[config.mk]
export PLATFORM = sky130hd
export DESIGN_NAME = issue_stage
export DESIGN_NICKNAME = d
export VERILOG_FILES = /design/src/hdl/issue_pkg.sv /design/src/hdl/rs_issue_if.sv /design/src/hdl/issue_rs.sv /design/src/hdl/issue_select.sv /design/src/hdl/issue_stage.sv
export SDC_FILE = /design/constraint.sdc
export NUM_CORES = 1
export LEC_CHECK = 0
export BUFFER_PORTS_ARGS = -buffer_cell sky130_fd_sc_hd__buf_2
export CORE_ASPECT_RATIO = 1.2
export CORE_UTILIZATION = 25
export DETAILED_ROUTE_END_ITERATION = 10
export PLACE_DENSITY = 0.5
export RECOVER_POWER = 50
export REMOVE_ABC_BUFFERS = 1
export SYNTH_ARGS = -nofsm -noshare
export SYNTH_HDL_FRONTEND = slang
export SYNTH_SLANG_ARGS = --single-unit
[constraint.sdc]
create_clock -name clk -period 12.4 [get_ports clk]
set_input_delay 2.48 -clock clk [delete_from_list [all_inputs] [get_ports clk]]
set_output_delay 2.48 -clock clk [all_outputs]
set_load 0.01 [all_outputs]
[src/hdl/issue_pkg.sv]
// Shared widths, types and the ROB age compare for the issue stage.
// ROB ids wrap modulo 2**ROB_AW; rob_older is only meaningful while all
// in-flight ids lie within a window of 15 from the oldest one.
// Opcode value zero is the "unused" encoding in each enum.

package issue_pkg;

   localparam int PRF_AW = 6;                // 64 physical registers
   localparam int ROB_AW = 5;                // 32 ROB ids

   typedef logic [PRF_AW-1:0] preg_t;        // Physical register number
   typedef logic [ROB_AW-1:0] rob_id_t;      // ROB id

   typedef enum logic [3:0]
   {
      ALU_ADD = 4'd0,
      ALU_SUB = 4'd1,
      ALU_AND = 4'd2,
      ALU_OR  = 4'd3,
      ALU_XOR = 4'd4,
      ALU_SLL = 4'd5,
      ALU_SRL = 4'd6,
      ALU_SRA = 4'd7,
      ALU_SLT = 4'd8
   } alu_opc_e;

   typedef enum logic [2:0]
   {
      LSU_LB = 3'd0,
      LSU_LH = 3'd1,
      LSU_LW = 3'd2,
      LSU_SB = 3'd3,
      LSU_SH = 3'd4,
      LSU_SW = 3'd5
   } lsu_opc_e;

   typedef struct packed {
      alu_opc_e    opc;                      // ALU operation
      logic [31:0] imm;                      // Full immediate
   } alu_uop_t;                              // 36 bits

   typedef struct packed {
      lsu_opc_e    opc;                      // Memory operation
      logic [11:0] off;                      // Signed address offset
   } lsu_uop_t;                              // 15 bits

   // True when a was allocated before b, given the in-flight window
   function automatic logic rob_older(input rob_id_t a, input rob_id_t b);
      rob_id_t diff;
      diff = b - a;                          // Wraps modulo 2**ROB_AW
      return (diff != '0) && !diff[ROB_AW-1]; // Distance 1..15
   endfunction

endpackage

[src/hdl/rs_issue_if.sv]
// Candidate op from one reservation station to the issue selector.
// A transfer happens in a cycle where valid and take are both high.
// take may depend on valid; valid must not depend on take.

`timescale 1ns/1ns

interface rs_issue_if
   import issue_pkg::*;
#(
   parameter type payload_t = alu_uop_t
)
();

   logic     valid;                          // Station offers an op
   rob_id_t  rob_id;                         // Age of the offered op
   preg_t    prs1;
   logic     prs1_re;
   preg_t    prs2;
   logic     prs2_re;
   preg_t    prd;
   logic     prd_we;
   payload_t payload;                        // Unit specific part
   logic     take;                           // Selector accepts the op

   modport rs  (output valid, rob_id, prs1, prs1_re, prs2, prs2_re, prd, prd_we,
                payload, input take);
   modport sel (input valid, rob_id, prs1, prs1_re, prs2, prs2_re, prd, prd_we,
                payload, output take);

endinterface

[src/hdl/issue_rs.sv]
// Reservation station with a typed payload, RS_DEPTH entries (2 or more).
// ready reflects only the stored state, so a full station refuses a push
// even in the cycle an entry leaves. The offered op is the oldest entry
// whose read-enabled sources are clear in busytable, combinational.

`timescale 1ns/1ns

module issue_rs
   import issue_pkg::*;
#(
   parameter type payload_t = alu_uop_t,
   parameter int  RS_DEPTH  = 4
)
(
   input  logic                    clk,
   input  logic                    rst,
   input  logic                    push,
   output logic                    ready,
   input  payload_t                push_payload,
   input  preg_t                   push_prs1,
   input  logic                    push_prs1_re,
   input  preg_t                   push_prs2,
   input  logic                    push_prs2_re,
   input  preg_t                   push_prd,
   input  logic                    push_prd_we,
   input  rob_id_t                 push_rob_id,
   input  logic [(1<<PRF_AW)-1:0]  busytable,
   rs_issue_if.rs                  cand
);

   localparam int IW = $clog2(RS_DEPTH);

   typedef struct packed {
      rob_id_t  rob_id;
      preg_t    prs1;
      logic     prs1_re;
      preg_t    prs2;
      logic     prs2_re;
      preg_t    prd;
      logic     prd_we;
      payload_t payload;
   } ent_t;

   logic [RS_DEPTH-1:0] ent_vld;             // Slot occupied
   ent_t                ent [RS_DEPTH];      // Slot contents
   logic [RS_DEPTH-1:0] ent_rdy;             // Occupied and sources clear
   ent_t                push_ent;
   logic [IW-1:0]       free_idx;            // Lowest free slot
   logic [IW-1:0]       pick_idx;            // Oldest ready slot
   logic                pick_any;

   assign ready = ~&ent_vld;                 // Any slot free

   assign push_ent = '{rob_id:  push_rob_id,
                       prs1:    push_prs1,
                       prs1_re: push_prs1_re,
                       prs2:    push_prs2,
                       prs2_re: push_prs2_re,
                       prd:     push_prd,
                       prd_we:  push_prd_we,
                       payload: push_payload};

   // Scan downward so the lowest free index wins
   always_comb
   begin
      free_idx = '0;
      for (int i = RS_DEPTH - 1; i >= 0; i--)
         if (!ent_vld[i])
            free_idx = IW'(i);
   end

   always_comb
   begin
      for (int i = 0; i < RS_DEPTH; i++)
         ent_rdy[i] = ent_vld[i]
                    & (~ent[i].prs1_re | ~busytable[ent[i].prs1])  // Src 1 clear
                    & (~ent[i].prs2_re | ~busytable[ent[i].prs2]); // Src 2 clear
   end

   // Oldest-first among ready slots
   always_comb
   begin
      pick_any = 1'b0;
      pick_idx = '0;
      for (int i = 0; i < RS_DEPTH; i++)
         if (ent_rdy[i] && (!pick_any || rob_older(ent[i].rob_id, ent[pick_idx].rob_id)))
         begin
            pick_any = 1'b1;
            pick_idx = IW'(i);
         end
   end

   assign cand.valid   = pick_any;
   assign cand.rob_id  = ent[pick_idx].rob_id;
   assign cand.prs1    = ent[pick_idx].prs1;
   assign cand.prs1_re = ent[pick_idx].prs1_re;
   assign cand.prs2    = ent[pick_idx].prs2;
   assign cand.prs2_re = ent[pick_idx].prs2_re;
   assign cand.prd     = ent[pick_idx].prd;
   assign cand.prd_we  = ent[pick_idx].prd_we;
   assign cand.payload = ent[pick_idx].payload;

   // Push and take never hit the same slot
   always_ff @(posedge clk)
   begin
      if (rst)
         ent_vld <= '0;
      else
      begin
         if (pick_any && cand.take)
            ent_vld[pick_idx] <= 1'b0;       // Entry leaves
         if (push && ready)
            ent_vld[free_idx] <= 1'b1;       // Entry arrives
      end
   end

   always_ff @(posedge clk)
   begin
      if (push && ready)
         ent[free_idx] <= push_ent;
   end

endmodule

[src/hdl/issue_select.sv]
// Merges the ALU and LSU station candidates onto one execute port.
// The older ROB id wins when both offer. One output register holds the
// winner; it reloads only when empty or drained, so every ex_ output is
// stable while ex_valid is high and ex_ready is low.

`timescale 1ns/1ns

module issue_select
   import issue_pkg::*;
(
   input  logic        clk,
   input  logic        rst,
   rs_issue_if.sel     alu_cand,
   rs_issue_if.sel     lsu_cand,
   output logic        ex_valid,
   input  logic        ex_ready,
   output logic        ex_unit,              // 0 ALU, 1 LSU
   output alu_opc_e    ex_alu_opc,
   output lsu_opc_e    ex_lsu_opc,
   output logic [31:0] ex_imm,
   output preg_t       ex_prs1,
   output logic        ex_prs1_re,
   output preg_t       ex_prs2,
   output logic        ex_prs2_re,
   output preg_t       ex_prd,
   output logic        ex_prd_we,
   output rob_id_t     ex_rob_id
);

   logic load;                               // Output register can accept
   logic pick_lsu;                           // LSU candidate wins

   assign load     = ~ex_valid | ex_ready;
   assign pick_lsu = lsu_cand.valid
                   & (~alu_cand.valid | rob_older(lsu_cand.rob_id, alu_cand.rob_id));

   assign alu_cand.take = load & alu_cand.valid & ~pick_lsu;
   assign lsu_cand.take = load & pick_lsu;

   always_ff @(posedge clk)
   begin
      if (rst)
         ex_valid <= 1'b0;
      else if (load)
         ex_valid <= alu_cand.valid | lsu_cand.valid;
   end

   // Payload register, loaded only with a real winner
   always_ff @(posedge clk)
   begin
      if (load && pick_lsu)
      begin
         ex_unit    <= 1'b1;
         ex_alu_opc <= alu_opc_e'('0);       // Unused field
         ex_lsu_opc <= lsu_cand.payload.opc;
         ex_imm     <= {{20{lsu_cand.payload.off[11]}}, lsu_cand.payload.off};
         ex_prs1    <= lsu_cand.prs1;
         ex_prs1_re <= lsu_cand.prs1_re;
         ex_prs2    <= lsu_cand.prs2;
         ex_prs2_re <= lsu_cand.prs2_re;
         ex_prd     <= lsu_cand.prd;
         ex_prd_we  <= lsu_cand.prd_we;
         ex_rob_id  <= lsu_cand.rob_id;
      end
      else if (load && alu_cand.valid)
      begin
         ex_unit    <= 1'b0;
         ex_alu_opc <= alu_cand.payload.opc;
         ex_lsu_opc <= lsu_opc_e'('0);       // Unused field
         ex_imm     <= alu_cand.payload.imm;
         ex_prs1    <= alu_cand.prs1;
         ex_prs1_re <= alu_cand.prs1_re;
         ex_prs2    <= alu_cand.prs2;
         ex_prs2_re <= alu_cand.prs2_re;
         ex_prd     <= alu_cand.prd;
         ex_prd_we  <= alu_cand.prd_we;
         ex_rob_id  <= alu_cand.rob_id;
      end
   end

endmodule

[src/hdl/issue_stage.sv]
// Issue stage top: ALU and LSU reservation stations feeding one execute port.
// busytable and ROB ids are owned by rename and the ROB outside this block.
// A push at edge N into an idle stage with free sources shows ex_valid after
// edge N+1; flush and operand read are not handled here.

`timescale 1ns/1ns

module issue_stage
   import issue_pkg::*;
#(
   parameter int RS_DEPTH = 4
)
(
   input  logic                   clk,
   input  logic                   rst,
   // ALU lane from rename
   input  logic                   alu_push,
   output logic                   alu_ready,
   input  alu_opc_e               alu_opc,
   input  logic [31:0]            alu_imm,
   input  preg_t                  alu_prs1,
   input  logic                   alu_prs1_re,
   input  preg_t                  alu_prs2,
   input  logic                   alu_prs2_re,
   input  preg_t                  alu_prd,
   input  logic                   alu_prd_we,
   input  rob_id_t                alu_rob_id,
   // LSU lane from rename
   input  logic                   lsu_push,
   output logic                   lsu_ready,
   input  lsu_opc_e               lsu_opc,
   input  logic [11:0]            lsu_imm,
   input  preg_t                  lsu_prs1,
   input  logic                   lsu_prs1_re,
   input  preg_t                  lsu_prs2,
   input  logic                   lsu_prs2_re,
   input  preg_t                  lsu_prd,
   input  logic                   lsu_prd_we,
   input  rob_id_t                lsu_rob_id,
   input  logic [(1<<PRF_AW)-1:0] busytable,  // Set bit means busy
   // To execute
   output logic                   ex_valid,
   input  logic                   ex_ready,
   output logic                   ex_unit,
   output alu_opc_e               ex_alu_opc,
   output lsu_opc_e               ex_lsu_opc,
   output logic [31:0]            ex_imm,
   output preg_t                  ex_prs1,
   output logic                   ex_prs1_re,
   output preg_t                  ex_prs2,
   output logic                   ex_prs2_re,
   output preg_t                  ex_prd,
   output logic                   ex_prd_we,
   output rob_id_t                ex_rob_id
);

   alu_uop_t alu_payload;
   lsu_uop_t lsu_payload;

   assign alu_payload = '{opc: alu_opc, imm: alu_imm};
   assign lsu_payload = '{opc: lsu_opc, off: lsu_imm};

   rs_issue_if #(.payload_t(alu_uop_t)) alu_if ();
   rs_issue_if #(.payload_t(lsu_uop_t)) lsu_if ();

   issue_rs #(.payload_t(alu_uop_t), .RS_DEPTH(RS_DEPTH)) i_alu_rs
   (
      .clk(clk), .rst(rst), .push(alu_push), .ready(alu_ready),
      .push_payload(alu_payload),
      .push_prs1(alu_prs1), .push_prs1_re(alu_prs1_re),
      .push_prs2(alu_prs2), .push_prs2_re(alu_prs2_re),
      .push_prd(alu_prd), .push_prd_we(alu_prd_we),
      .push_rob_id(alu_rob_id), .busytable(busytable), .cand(alu_if)
   );

   issue_rs #(.payload_t(lsu_uop_t), .RS_DEPTH(RS_DEPTH)) i_lsu_rs
   (
      .clk(clk), .rst(rst), .push(lsu_push), .ready(lsu_ready),
      .push_payload(lsu_payload),
      .push_prs1(lsu_prs1), .push_prs1_re(lsu_prs1_re),
      .push_prs2(lsu_prs2), .push_prs2_re(lsu_prs2_re),
      .push_prd(lsu_prd), .push_prd_we(lsu_prd_we),
      .push_rob_id(lsu_rob_id), .busytable(busytable), .cand(lsu_if)
   );

   issue_select i_select
   (
      .clk(clk), .rst(rst), .alu_cand(alu_if), .lsu_cand(lsu_if),
      .ex_valid(ex_valid), .ex_ready(ex_ready), .ex_unit(ex_unit),
      .ex_alu_opc(ex_alu_opc), .ex_lsu_opc(ex_lsu_opc), .ex_imm(ex_imm),
      .ex_prs1(ex_prs1), .ex_prs1_re(ex_prs1_re),
      .ex_prs2(ex_prs2), .ex_prs2_re(ex_prs2_re),
      .ex_prd(ex_prd), .ex_prd_we(ex_prd_we), .ex_rob_id(ex_rob_id)
   );

endmodule

==> impl_metrics.py, run 1 <==
metrics = {
    "synth": {
        "synth.avg_cell_area_um2": 14.8,
        "synthArstFlopShare_pct": 0,
        "netlist_area_um2": 29300,
        "synth_warnings": 0,
        "yosys.area.top_type_share_pct": 48.5,
        "synthCells": 1983,
        "synth.area.top_cells": "edfxtp_1, mux4_2, mux2i_1",
        "ys.flop_type": "edfxtp_1",
        "ys_seq_elements": 487,
        "synth_cell_types": 84,
        "ys_seq_area_share_pct": 49.5,
        "synth_edf_count": 473,
        "yosysTopAreaCell": "edfxtp_1",
    },
    "timing": {
        "finalMaxSlewViolations": 64,
        "finalHoldViolCount": 0,
        "worstMarginPinSlew_ns": 2.38,
        "period_needed_ns": 12.01,
        "fin_crit_sh_pct": 96.8,
        "fin_skew_ns": 0.0590,
        "relSlewSlack_pct": -58.8,
        "rsz0062_at_grt": "no",
        "final-setup-viol-count": 0,
        "max_freq_ghz": 0.0833,
    },
    "critical_path": {
        "critPathArrivalTime_ns": 12.32,
        "cpMaxStageDelayCell": "or4b_2",
        "critPathMaxFanout": 18,
        "cp_common_cell": "a21o_1",
        "critPathKind": "in2reg",
        "critPathLaunchType": "input pin",
        "r2r_start": "i_alu_rs.ent[1][52]$_DFFE_PP_",
        "cp-end-kind": "flop",
        "critPathMaxStageDelay_ns": 0.59,
        "cp.required_ns": 12.72,
        "crit_start": "busytable[32]",
    },
    "grt": {
        "grt_max_degree": 66,
        "grt_pass1_wl_mm": 158,
        "antenna_found_initial": 27,
        "grt_pass1_vias": 20400,
        "grt_usage_pct": 18.7,
        "grt_overflow": 0,
    },
    "floorplanning": {
        "fp.dieArea_um2": 118000,
        "die_x_um": 314,
        "die_h_um": 377,
        "start_util_pct": 25.2,
        "coreArea_um2": 116000,
        "rows": 137,
        "io_pins": 241,
    },
    "finish": {
        "syn2layout_area_growth_pct": 16.6,
        "finalNetCount": 2399,
        "final_cells": 3773,
        "drive_gt1_share_pct": 33.1,
        "layout_commonest_cell": "edfxtp_1",
        "final_cell_mix": "edfxtp_1, mux4_2, mux2i_1, buf_2, mux2_2",
    },
    "run": {
        "max_cap_violations": 4,
    },
    "power": {
        "total_power_mw": 4.53,
        "power.leakage_nw": 12.3,
        "peakVddDrop_uv": 128,
        "powerDensity_nw_per_um2": 133,
    },
    "place": {
        "post-dp-hpwl_mm": 81.0,
        "placedCellCount": 3672,
        "port_buffers": 240,
        "place_congestion": 0.976,
    },
    "clock_network": {
        "cts.hold.buffers_added": 0,
        "clockBufferDepth": 3,
        "clkSlewWorstSetupHoldPaths_ns": 0.06,
        "cts_root_buffer": "clkbuf_16",
        "cts_num_sinks": 487,
        "h-tree-depth": 2,
        "cts_tree": "done",
        "insertion_delay_ns": 0.65,
        "cts_made_buffers": 52,
    },
    "detailed_routing": {
        "ant_nets": 0,
        "vias": 20500,
        "first_iter_violations": 2260,
        "drt-wirelength-per-cell_um": 30.2,
        "via_per_inst": 5.44,
        "remaining_drc_errors": 0,
        "routed_wl_mm": 114,
        "firstDrtPassIters": 5,
    },
    "run_status": {
        "status": "complete, but fails checks",
        "violations": "capacitance limit, slew limit",
    },
    "worst_hold_path": {
        "hp-class": "reg2reg",
        "min_from": "i_select.ex_alu_opc[0]$_SDFFE_PN0P_",
    },
}
-- kinds of logic after synthesis --
kind of cell             share of synthesized area [%]
AO/OA/AOI/OAI                                     5.67
adder cells (fa/ha/maj)                           1.20
AND/OR/NAND/NOR                                   5.25
buffers and inverters                             3.96
XOR/XNOR                                         0.419
flip-flops                                        49.5
multiplexers                                      34.0
-- repair_timing --
item                                    CTS  global route
endpoints found under the setup margin    0           129
setup buffers                             0             1
resized for setup                         0             6
-- worst max-delay path: cells and delay by family --
family | cells | cell delay [ns]
fa+ha+maj | 3 | 0.77
simple gates | 8 | 1.88
compound gates | 17 | 3.91
xor+xnor | 1 | 0.15
buf+inv | 8 | 1.31
mux | 6 | 1.81
-- cell usage after synthesis (all sizes together) (6+ instances only) --
library cell    n
nand2b         19
buf            80
nand2          99
a21o           10
o21ai          57
mux2          128
nand3b         11
inv            69
ha             28
o221ai          6
o22ai           9
o211ai          8
nand4          10
xor2           10
o211a          10
nand3          20
nor2b          33
and2            7
dfxtp          14
mux2i         256
a22oi          14
nor3           14
clkbuf        116
a211oi         10
o21a            8
a21oi          53
edfxtp        473
and3            7
mux4          264
nor2           46
nor3b           7
a31oi          10
-- path summary, 6_finish.rpt --
path	end	slack [ns]	cells after the start
setup reg to reg	i_select.ex_prs1[0]$_DFFE_PP_	1.30	43
setup / recovery	i_select.ex_prs1[0]$_DFFE_PP_	0.39	43
hold reg to reg	i_select.ex_alu_opc[0]$_SDFFE_PN0P_	0.51	1
hold / removal	i_select.ex_alu_opc[0]$_SDFFE_PN0P_	0.51	1
-- routing by layer --
metal	part of all wire (%)	track usage (%)	vias up
li1	-	-	8392
met1	38	23.4	10600
met2	47	30.7	1277
met3	12	6.41	221
met4	2.7	4.78	42
met5	0.25	0	-
-- registers in the layout, indices dropped and copies added (netlist names) --
name,cells
i_select.ex_prs1,6
i_alu_rs.ent,248
i_select.ex_prs2,6
i_lsu_rs.ent,164
i_select.ex_imm,32
i_select.ex_valid,1
i_select.ex_rob_id,5
i_select.ex_prd,6
i_select.ex_prd_we,1
i_select.ex_prs2_re,1
i_lsu_rs.ent_vld,4
i_select.ex_prs1_re,1
i_select.ex_alu_opc,4
i_select.ex_lsu_opc,3
i_select.ex_unit,1
i_alu_rs.ent_vld,4
-- report_power, final --
| group | internal (mW) | switching (mW) | leakage (nW) |
|---|---|---|---|
| sequential | 1.97 | 0.109 | 4.48 |
| combinational | 0.384 | 0.537 | 7.00 |
| clock | 0.863 | 0.673 | 0.814 |
-- layout make-up --
type	count	area, um^2
timing repair buffer	358	2030
clock inverter	35	355
antenna	2	5.00
inverter	70	263
clock buffer	62	1340
multi-input combinational	1230	13700
sequential	487	14500
tap	1529	1910
fill	11700	82100
-- per-stage QoR --
stage               util (%)  setup TNS [ns]  setup WS [ns]  area, um^2  hold WS (ns)
finish                  29.4               0          0.393       34100         0.506
global route            29.4               0         0.0213       34100         0.536
CTS                     29.4               0          0.150       34200         0.513
detailed placement      28.0          -52.36         -0.462       32500         0.491
global placement        28.0           -7.28        -0.0885       32500         0.480
floorplan                  -        -1092.66          -9.48       28400         0.489
Power figures use the tool's default switching activity.
==> run 2: changes to the inputs <==
--- a/config.mk
+++ b/config.mk
@@ -8,6 +8,7 @@
 export BUFFER_PORTS_ARGS = -buffer_cell sky130_fd_sc_hd__buf_2
 export CORE_ASPECT_RATIO = 1.2
 export CORE_UTILIZATION = 25
+export CTS_BUF_LIST = sky130_fd_sc_hd__clkbuf_16
 export DETAILED_ROUTE_END_ITERATION = 10
 export PLACE_DENSITY = 0.5
 export RECOVER_POWER = 50
==> run 2 against run 1 <==
Net effect: the flow still finishes with violations (capacitance limit, slew limit); global-route usage unchanged; routed wire length about the same; maximum frequency about the same.
==> impl_metrics.py, run 2 (same netlist as run 1, synthesis figures left out) <==
metrics = {
    "run_status": {
        "status": "complete, but fails checks",
        "violations": "capacitance limit, slew limit",
    },
    "critical_path": {
        "cp-end-kind": "flop",
        "cp.required_ns": 12.72,
        "critPathMaxFanout": 18,
        "cp_common_cell": "a21o_1",
        "critPathArrivalTime_ns": 12.31,
        "critPathKind": "in2reg",
        "cpMaxStageDelayCell": "or4b_2",
        "rr_worst_depth": 43,
        "crit_start": "busytable[32]",
        "critPathLaunchType": "input pin",
        "r2r_start": "i_alu_rs.ent[1][52]$_DFFE_PP_",
        "critPathMaxStageDelay_ns": 0.59,
    },
    "finish": {
        "finalNetCount": 2399,
        "final_cell_mix": "edfxtp_1, mux4_2, mux2i_1, buf_2, mux2_2",
        "top_register": "i_alu_rs.ent",
        "largestRegisters": "i_alu_rs.ent: 248 flops, i_lsu_rs.ent: 164 flops, i_select.ex_imm: 32 flops",
        "drive_gt1_share_pct": 33.1,
        "nFillCells": 11700,
        "multi_input_area_um2": 13700,
        "layout_commonest_cell": "edfxtp_1",
        "largest_register_ffs": 248,
        "final_cells": 3775,
        "seqCellArea_um2": 14500,
        "syn2layout_area_growth_pct": 16.6,
    },
    "floorplanning": {
        "start_util_pct": 25.2,
        "die_x_um": 314,
        "coreArea_um2": 116000,
        "io_pins": 241,
        "die_h_um": 377,
        "rows": 137,
        "fp.dieArea_um2": 118000,
    },
    "timing": {
        "fin_skew_ns": 0.0601,
        "final-setup-viol-count": 0,
        "finalHoldViolCount": 0,
        "worstMarginPinSlew_ns": 2.34,
        "rsz0062_at_grt": "no",
        "fin_crit_sh_pct": 96.7,
        "period_needed_ns": 12.00,
        "finalMaxSlewViolations": 64,
        "relSlewSlack_pct": -56.2,
        "max_freq_ghz": 0.0834,
    },
    "place": {
        "port_buffers": 240,
        "place_congestion": 0.976,
        "placedCellCount": 3672,
        "post-dp-hpwl_mm": 81.0,
    },
    "worst_hold_path": {
        "hp-class": "reg2reg",
        "min_from": "i_select.ex_alu_opc[0]$_SDFFE_PN0P_",
        "hold_path_depth": 1,
    },
    "clock_network": {
        "h-tree-depth": 2,
        "clockBufferDepth": 3,
        "clkSlewWorstSetupHoldPaths_ns": 0.06,
        "cts_num_sinks": 487,
        "cts_root_buffer": "clkbuf_16",
        "cts_tree": "done",
        "cts_made_buffers": 52,
        "insertion_delay_ns": 0.65,
        "cts.hold.buffers_added": 0,
    },
    "detailed_routing": {
        "remaining_drc_errors": 0,
        "first_iter_violations": 2253,
        "routed_wl_mm": 114,
        "drt-wirelength-per-cell_um": 30.1,
        "firstDrtPassIters": 5,
        "via_per_inst": 5.43,
        "vias": 20500,
        "ant_nets": 0,
    },
    "grt": {
        "grt_usage_pct": 18.7,
        "antenna_found_initial": 27,
        "grt_pass1_vias": 20400,
        "grt_overflow": 0,
        "grt_pass1_wl_mm": 158,
        "grt_max_degree": 66,
    },
    "power": {
        "total_power_mw": 4.52,
        "power.leakage_nw": 12.3,
        "powerDensity_nw_per_um2": 133,
        "peakVddDrop_uv": 128,
    },
    "run": {
        "max_cap_violations": 3,
    },
}
[run 2: cell count changes in the layout (fill, tap and decap cells not counted), sizes merged]
cell	delta
inv	+10
diode	+2
clkbuf	-10
[run 2: final cells by class]
type / count / area share [%]
flip-flops and latches: 487 / 42.4
clock inverters: 45 / 1.15
repair buffers: 358 / 5.95
inverters: 70 / 0.770
multi-input cells: 1230 / 40.2
clock buffers: 52 / 3.81
diodes: 4 / 0.0293
well taps: 1529 / 5.61
[run 2: critical path: cells and delay by family]
| kind | cells | cell delay (ns) |
|---|---|---|
| and+or+nand+nor | 8 | 1.88 |
| adders and majority gates | 3 | 0.77 |
| buffers and inverters | 8 | 1.30 |
| AOI/OAI and AO/OA | 17 | 3.89 |
| xor gates and xnor gates | 1 | 0.15 |
| muxes | 6 | 1.81 |
[run 2: where the power goes]
| part | switching [mW] | leakage (nW) | internal [mW] |
|---|---|---|---|
| Clock | 0.674 | 0.855 | 0.855 |
| Combinational | 0.535 | 7.00 | 0.384 |
| Sequential | 0.109 | 4.48 | 1.97 |
[run 2: worst paths after layout]
check                                        endpoint  slack, ns
setup / recovery        i_select.ex_prs1[0]$_DFFE_PP_       0.40
hold / removal    i_select.ex_alu_opc[0]$_SDFFE_PN0P_       0.51
setup reg to reg        i_select.ex_prs1[0]$_DFFE_PP_       1.30
hold reg to reg   i_select.ex_alu_opc[0]$_SDFFE_PN0P_       0.51
[run 2: what timing repair did]
action	4_1_cts	5_1_grt
endpoints found under the setup margin	0	129
buffers inserted	0	1
resized for setup	0	6
[run 2: through the flow]
step                      hold slack [ns]   TNS, ns  setup slack, ns  instance area, um^2  util [%]
after floorplan                     0.489  -1092.66            -9.48                28400         -
after global placement              0.480     -7.28          -0.0885                32500      28.0
after detailed placement            0.491    -52.36           -0.462                32500      28.0
after CTS                           0.513         0            0.150                34200      29.4
after global routing                0.536         0           0.0213                34100      29.4
final                               0.506         0            0.403                34100      29.4
[run 2: layer usage]
layer / global-route usage [%] / share of wire, % / vias up
met3: 6.41 / 12 / 225
li1: - / - / 8389
met2: 30.7 / 47 / 1291
met1: 23.4 / 38 / 10600
met5: 0 / 0.23 / -
met4: 4.78 / 2.7 / 38
==> run 3: changes to the inputs <==
--- a/config.mk
+++ b/config.mk
@@ -8,7 +8,7 @@
 export BUFFER_PORTS_ARGS = -buffer_cell sky130_fd_sc_hd__buf_2
 export CORE_ASPECT_RATIO = 1.2
 export CORE_UTILIZATION = 25
-export CTS_BUF_LIST = sky130_fd_sc_hd__clkbuf_16
+export CTS_BUF_LIST = sky130_fd_sc_hd__clkbuf_8
 export DETAILED_ROUTE_END_ITERATION = 10
 export PLACE_DENSITY = 0.5
 export RECOVER_POWER = 50
==> run 3 against run 2 <==
Net effect: the flow still finishes with violations (capacitance limit, slew limit); global-route usage is 0.18 points higher; sequential power hardly changed; die area stayed put; worst setup slack better by 0.0084 ns; critical endpoint is now i_select.ex_imm[23]$_DFFE_PP_; largest cell class unchanged; largest power group unchanged.
==> impl_metrics.py, run 3 (same netlist as run 1, synthesis figures left out) <==
metrics = {
    "run_status": {
        "status": "complete, but fails checks",
        "violations": "capacitance limit, slew limit",
    },
    "critical_path": {
        "critPathKind": "in2reg",
        "cp_common_cell": "a21o_1",
        "cp-end-kind": "flop",
        "critPathMaxFanout": 22,
        "critPathArrivalTime_ns": 12.39,
        "cp.required_ns": 12.80,
        "critPathMaxStageDelay_ns": 0.59,
        "critPathLaunchType": "input pin",
        "cpMaxStageDelayCell": "or4b_2",
    },
    "clock_network": {
        "clkSlewWorstSetupHoldPaths_ns": 0.06,
        "cts_root_buffer": "clkbuf_8",
        "cts_num_sinks": 487,
        "insertion_delay_ns": 0.73,
        "cts.hold.buffers_added": 0,
        "clockBufferDepth": 3,
        "cts_tree": "done",
        "cts_made_buffers": 84,
        "h-tree-depth": 3,
    },
    "timing": {
        "fin_skew_ns": 0.0773,
        "worstMarginPinSlew_ns": 2.40,
        "hold_ws_ns": 0.503,
        "final-setup-viol-count": 0,
        "fin_crit_sh_pct": 96.7,
        "relSlewSlack_pct": -60.0,
        "rsz0062_at_grt": "no",
        "period_needed_ns": 11.99,
        "max_freq_ghz": 0.0834,
        "finalHoldViolCount": 0,
        "final.setup.tns_ns": 0,
        "finalMaxSlewViolations": 62,
    },
    "grt": {
        "grt_usage_pct": 18.9,
        "grt_max_degree": 66,
        "grt_pass1_wl_mm": 159,
        "grt_overflow": 0,
        "grt_pass1_vias": 20700,
        "antenna_found_initial": 26,
    },
    "finish": {
        "largest_register_ffs": 248,
        "finalNetCount": 2432,
        "largestRegisters": "i_alu_rs.ent: 248 flops, i_lsu_rs.ent: 164 flops, i_select.ex_imm: 32 flops",
        "final_cell_mix": "edfxtp_1, mux4_2, mux2i_1, buf_2, mux2_2",
        "drive_gt1_share_pct": 33.5,
        "syn2layout_area_growth_pct": 16.2,
        "layout_commonest_cell": "edfxtp_1",
        "nFillCells": 11800,
        "top_register": "i_alu_rs.ent",
    },
    "detailed_routing": {
        "via_per_inst": 5.41,
        "routed_wl_mm": 115,
        "firstDrtPassIters": 6,
        "drt-wirelength-per-cell_um": 29.9,
        "ant_nets": 0,
        "remaining_drc_errors": 0,
        "vias": 20700,
        "first_iter_violations": 2305,
    },
    "floorplanning": {
        "io_pins": 241,
        "coreArea_um2": 116000,
        "fp.dieArea_um2": 118000,
        "start_util_pct": 25.2,
        "rows": 137,
        "die_h_um": 377,
        "die_x_um": 314,
    },
    "worst_hold_path": {
        "hp-class": "reg2reg",
    },
    "run": {
        "max_cap_violations": 3,
    },
    "place": {
        "post-dp-hpwl_mm": 81.0,
        "place_congestion": 0.976,
        "port_buffers": 240,
    },
    "power": {
        "power.leakage_nw": 12.4,
        "powerDensity_nw_per_um2": 128,
        "peakVddDrop_uv": 115,
        "total_power_mw": 4.36,
    },
}
==> run 3: timing repair <==
| item | 4_1_cts | 5_1_grt |
|---|---|---|
| hold endpoints to repair | 0 | 0 |
| setup endpoints to repair | 0 | 128 |
| setup buffers | 0 | 2 |
| gates resized for setup | 0 | 4 |
==> run 3: power by group <==
group	leakage (nW)	internal [mW]	switching, mW
combinational	7.01	0.384	0.536
clock	0.903	0.669	0.694
sequential	4.48	1.97	0.110
total	12.4	3.02	1.34
==> run 3: worst paths after layout <==
path | startpoint | to | slack (ns) | cells after the start
max reg2reg | i_alu_rs.ent[1][52]$_DFFE_PP_ | i_select.ex_imm[23]$_DFFE_PP_ | 1.22 | 43
min reg2reg | i_select.ex_alu_opc[0]$_SDFFE_PN0P_ | i_select.ex_alu_opc[0]$_SDFFE_PN0P_ | 0.50 | 1
min | i_select.ex_alu_opc[0]$_SDFFE_PN0P_ | i_select.ex_alu_opc[0]$_SDFFE_PN0P_ | 0.50 | 1
max | busytable[32] | i_select.ex_imm[23]$_DFFE_PP_ | 0.41 | 43
==> run 3: area by class of cell <==
class,count,area (um^2),area share [%]
timing repair buffer,359,2040,6.00
antenna,6,15.0,0.0442
clock inverter,60,340,1.00
inverter,70,263,0.773
tap,1529,1910,5.63
clock buffer,88,1210,3.56
sequential,487,14500,42.6
multi-input combinational,1230,13700,40.4
==> run 3: critical path, delay by kind of cell <==
family / cells / cell delay (ns)
AOI/OAI and AO/OA: 17 / 3.90
xor gates and xnor gates: 1 / 0.15
adders and majority gates: 3 / 0.77
buffers and inverters: 8 / 1.36
muxes: 5 / 1.69
and+or+nand+nor: 9 / 2.00
==> run 3: through the flow <==
step	area (um^2)	util, %	std cells	setup WS [ns]
finish	34000	29.2	3829	0.412
CTS	34100	29.3	3820	0.259
global route	34000	29.2	3824	0.0314
global placement	32500	28.0	3672	-0.0885
detailed placement	32500	28.0	3672	-0.462
floorplan	28400	-	1787	-9.48
==> run 3: per-layer routing <==
| layer | track usage [%] | wire length, um | vias up |
|---|---|---|---|
| met4 | 5.61 | 3510 | 40 |
| met5 | 0 | 270 | - |
| met3 | 6.83 | 14200 | 243 |
| li1 | - | - | 8470 |
| met1 | 23.4 | 43200 | 10600 |
| met2 | 30.7 | 53300 | 1340 |
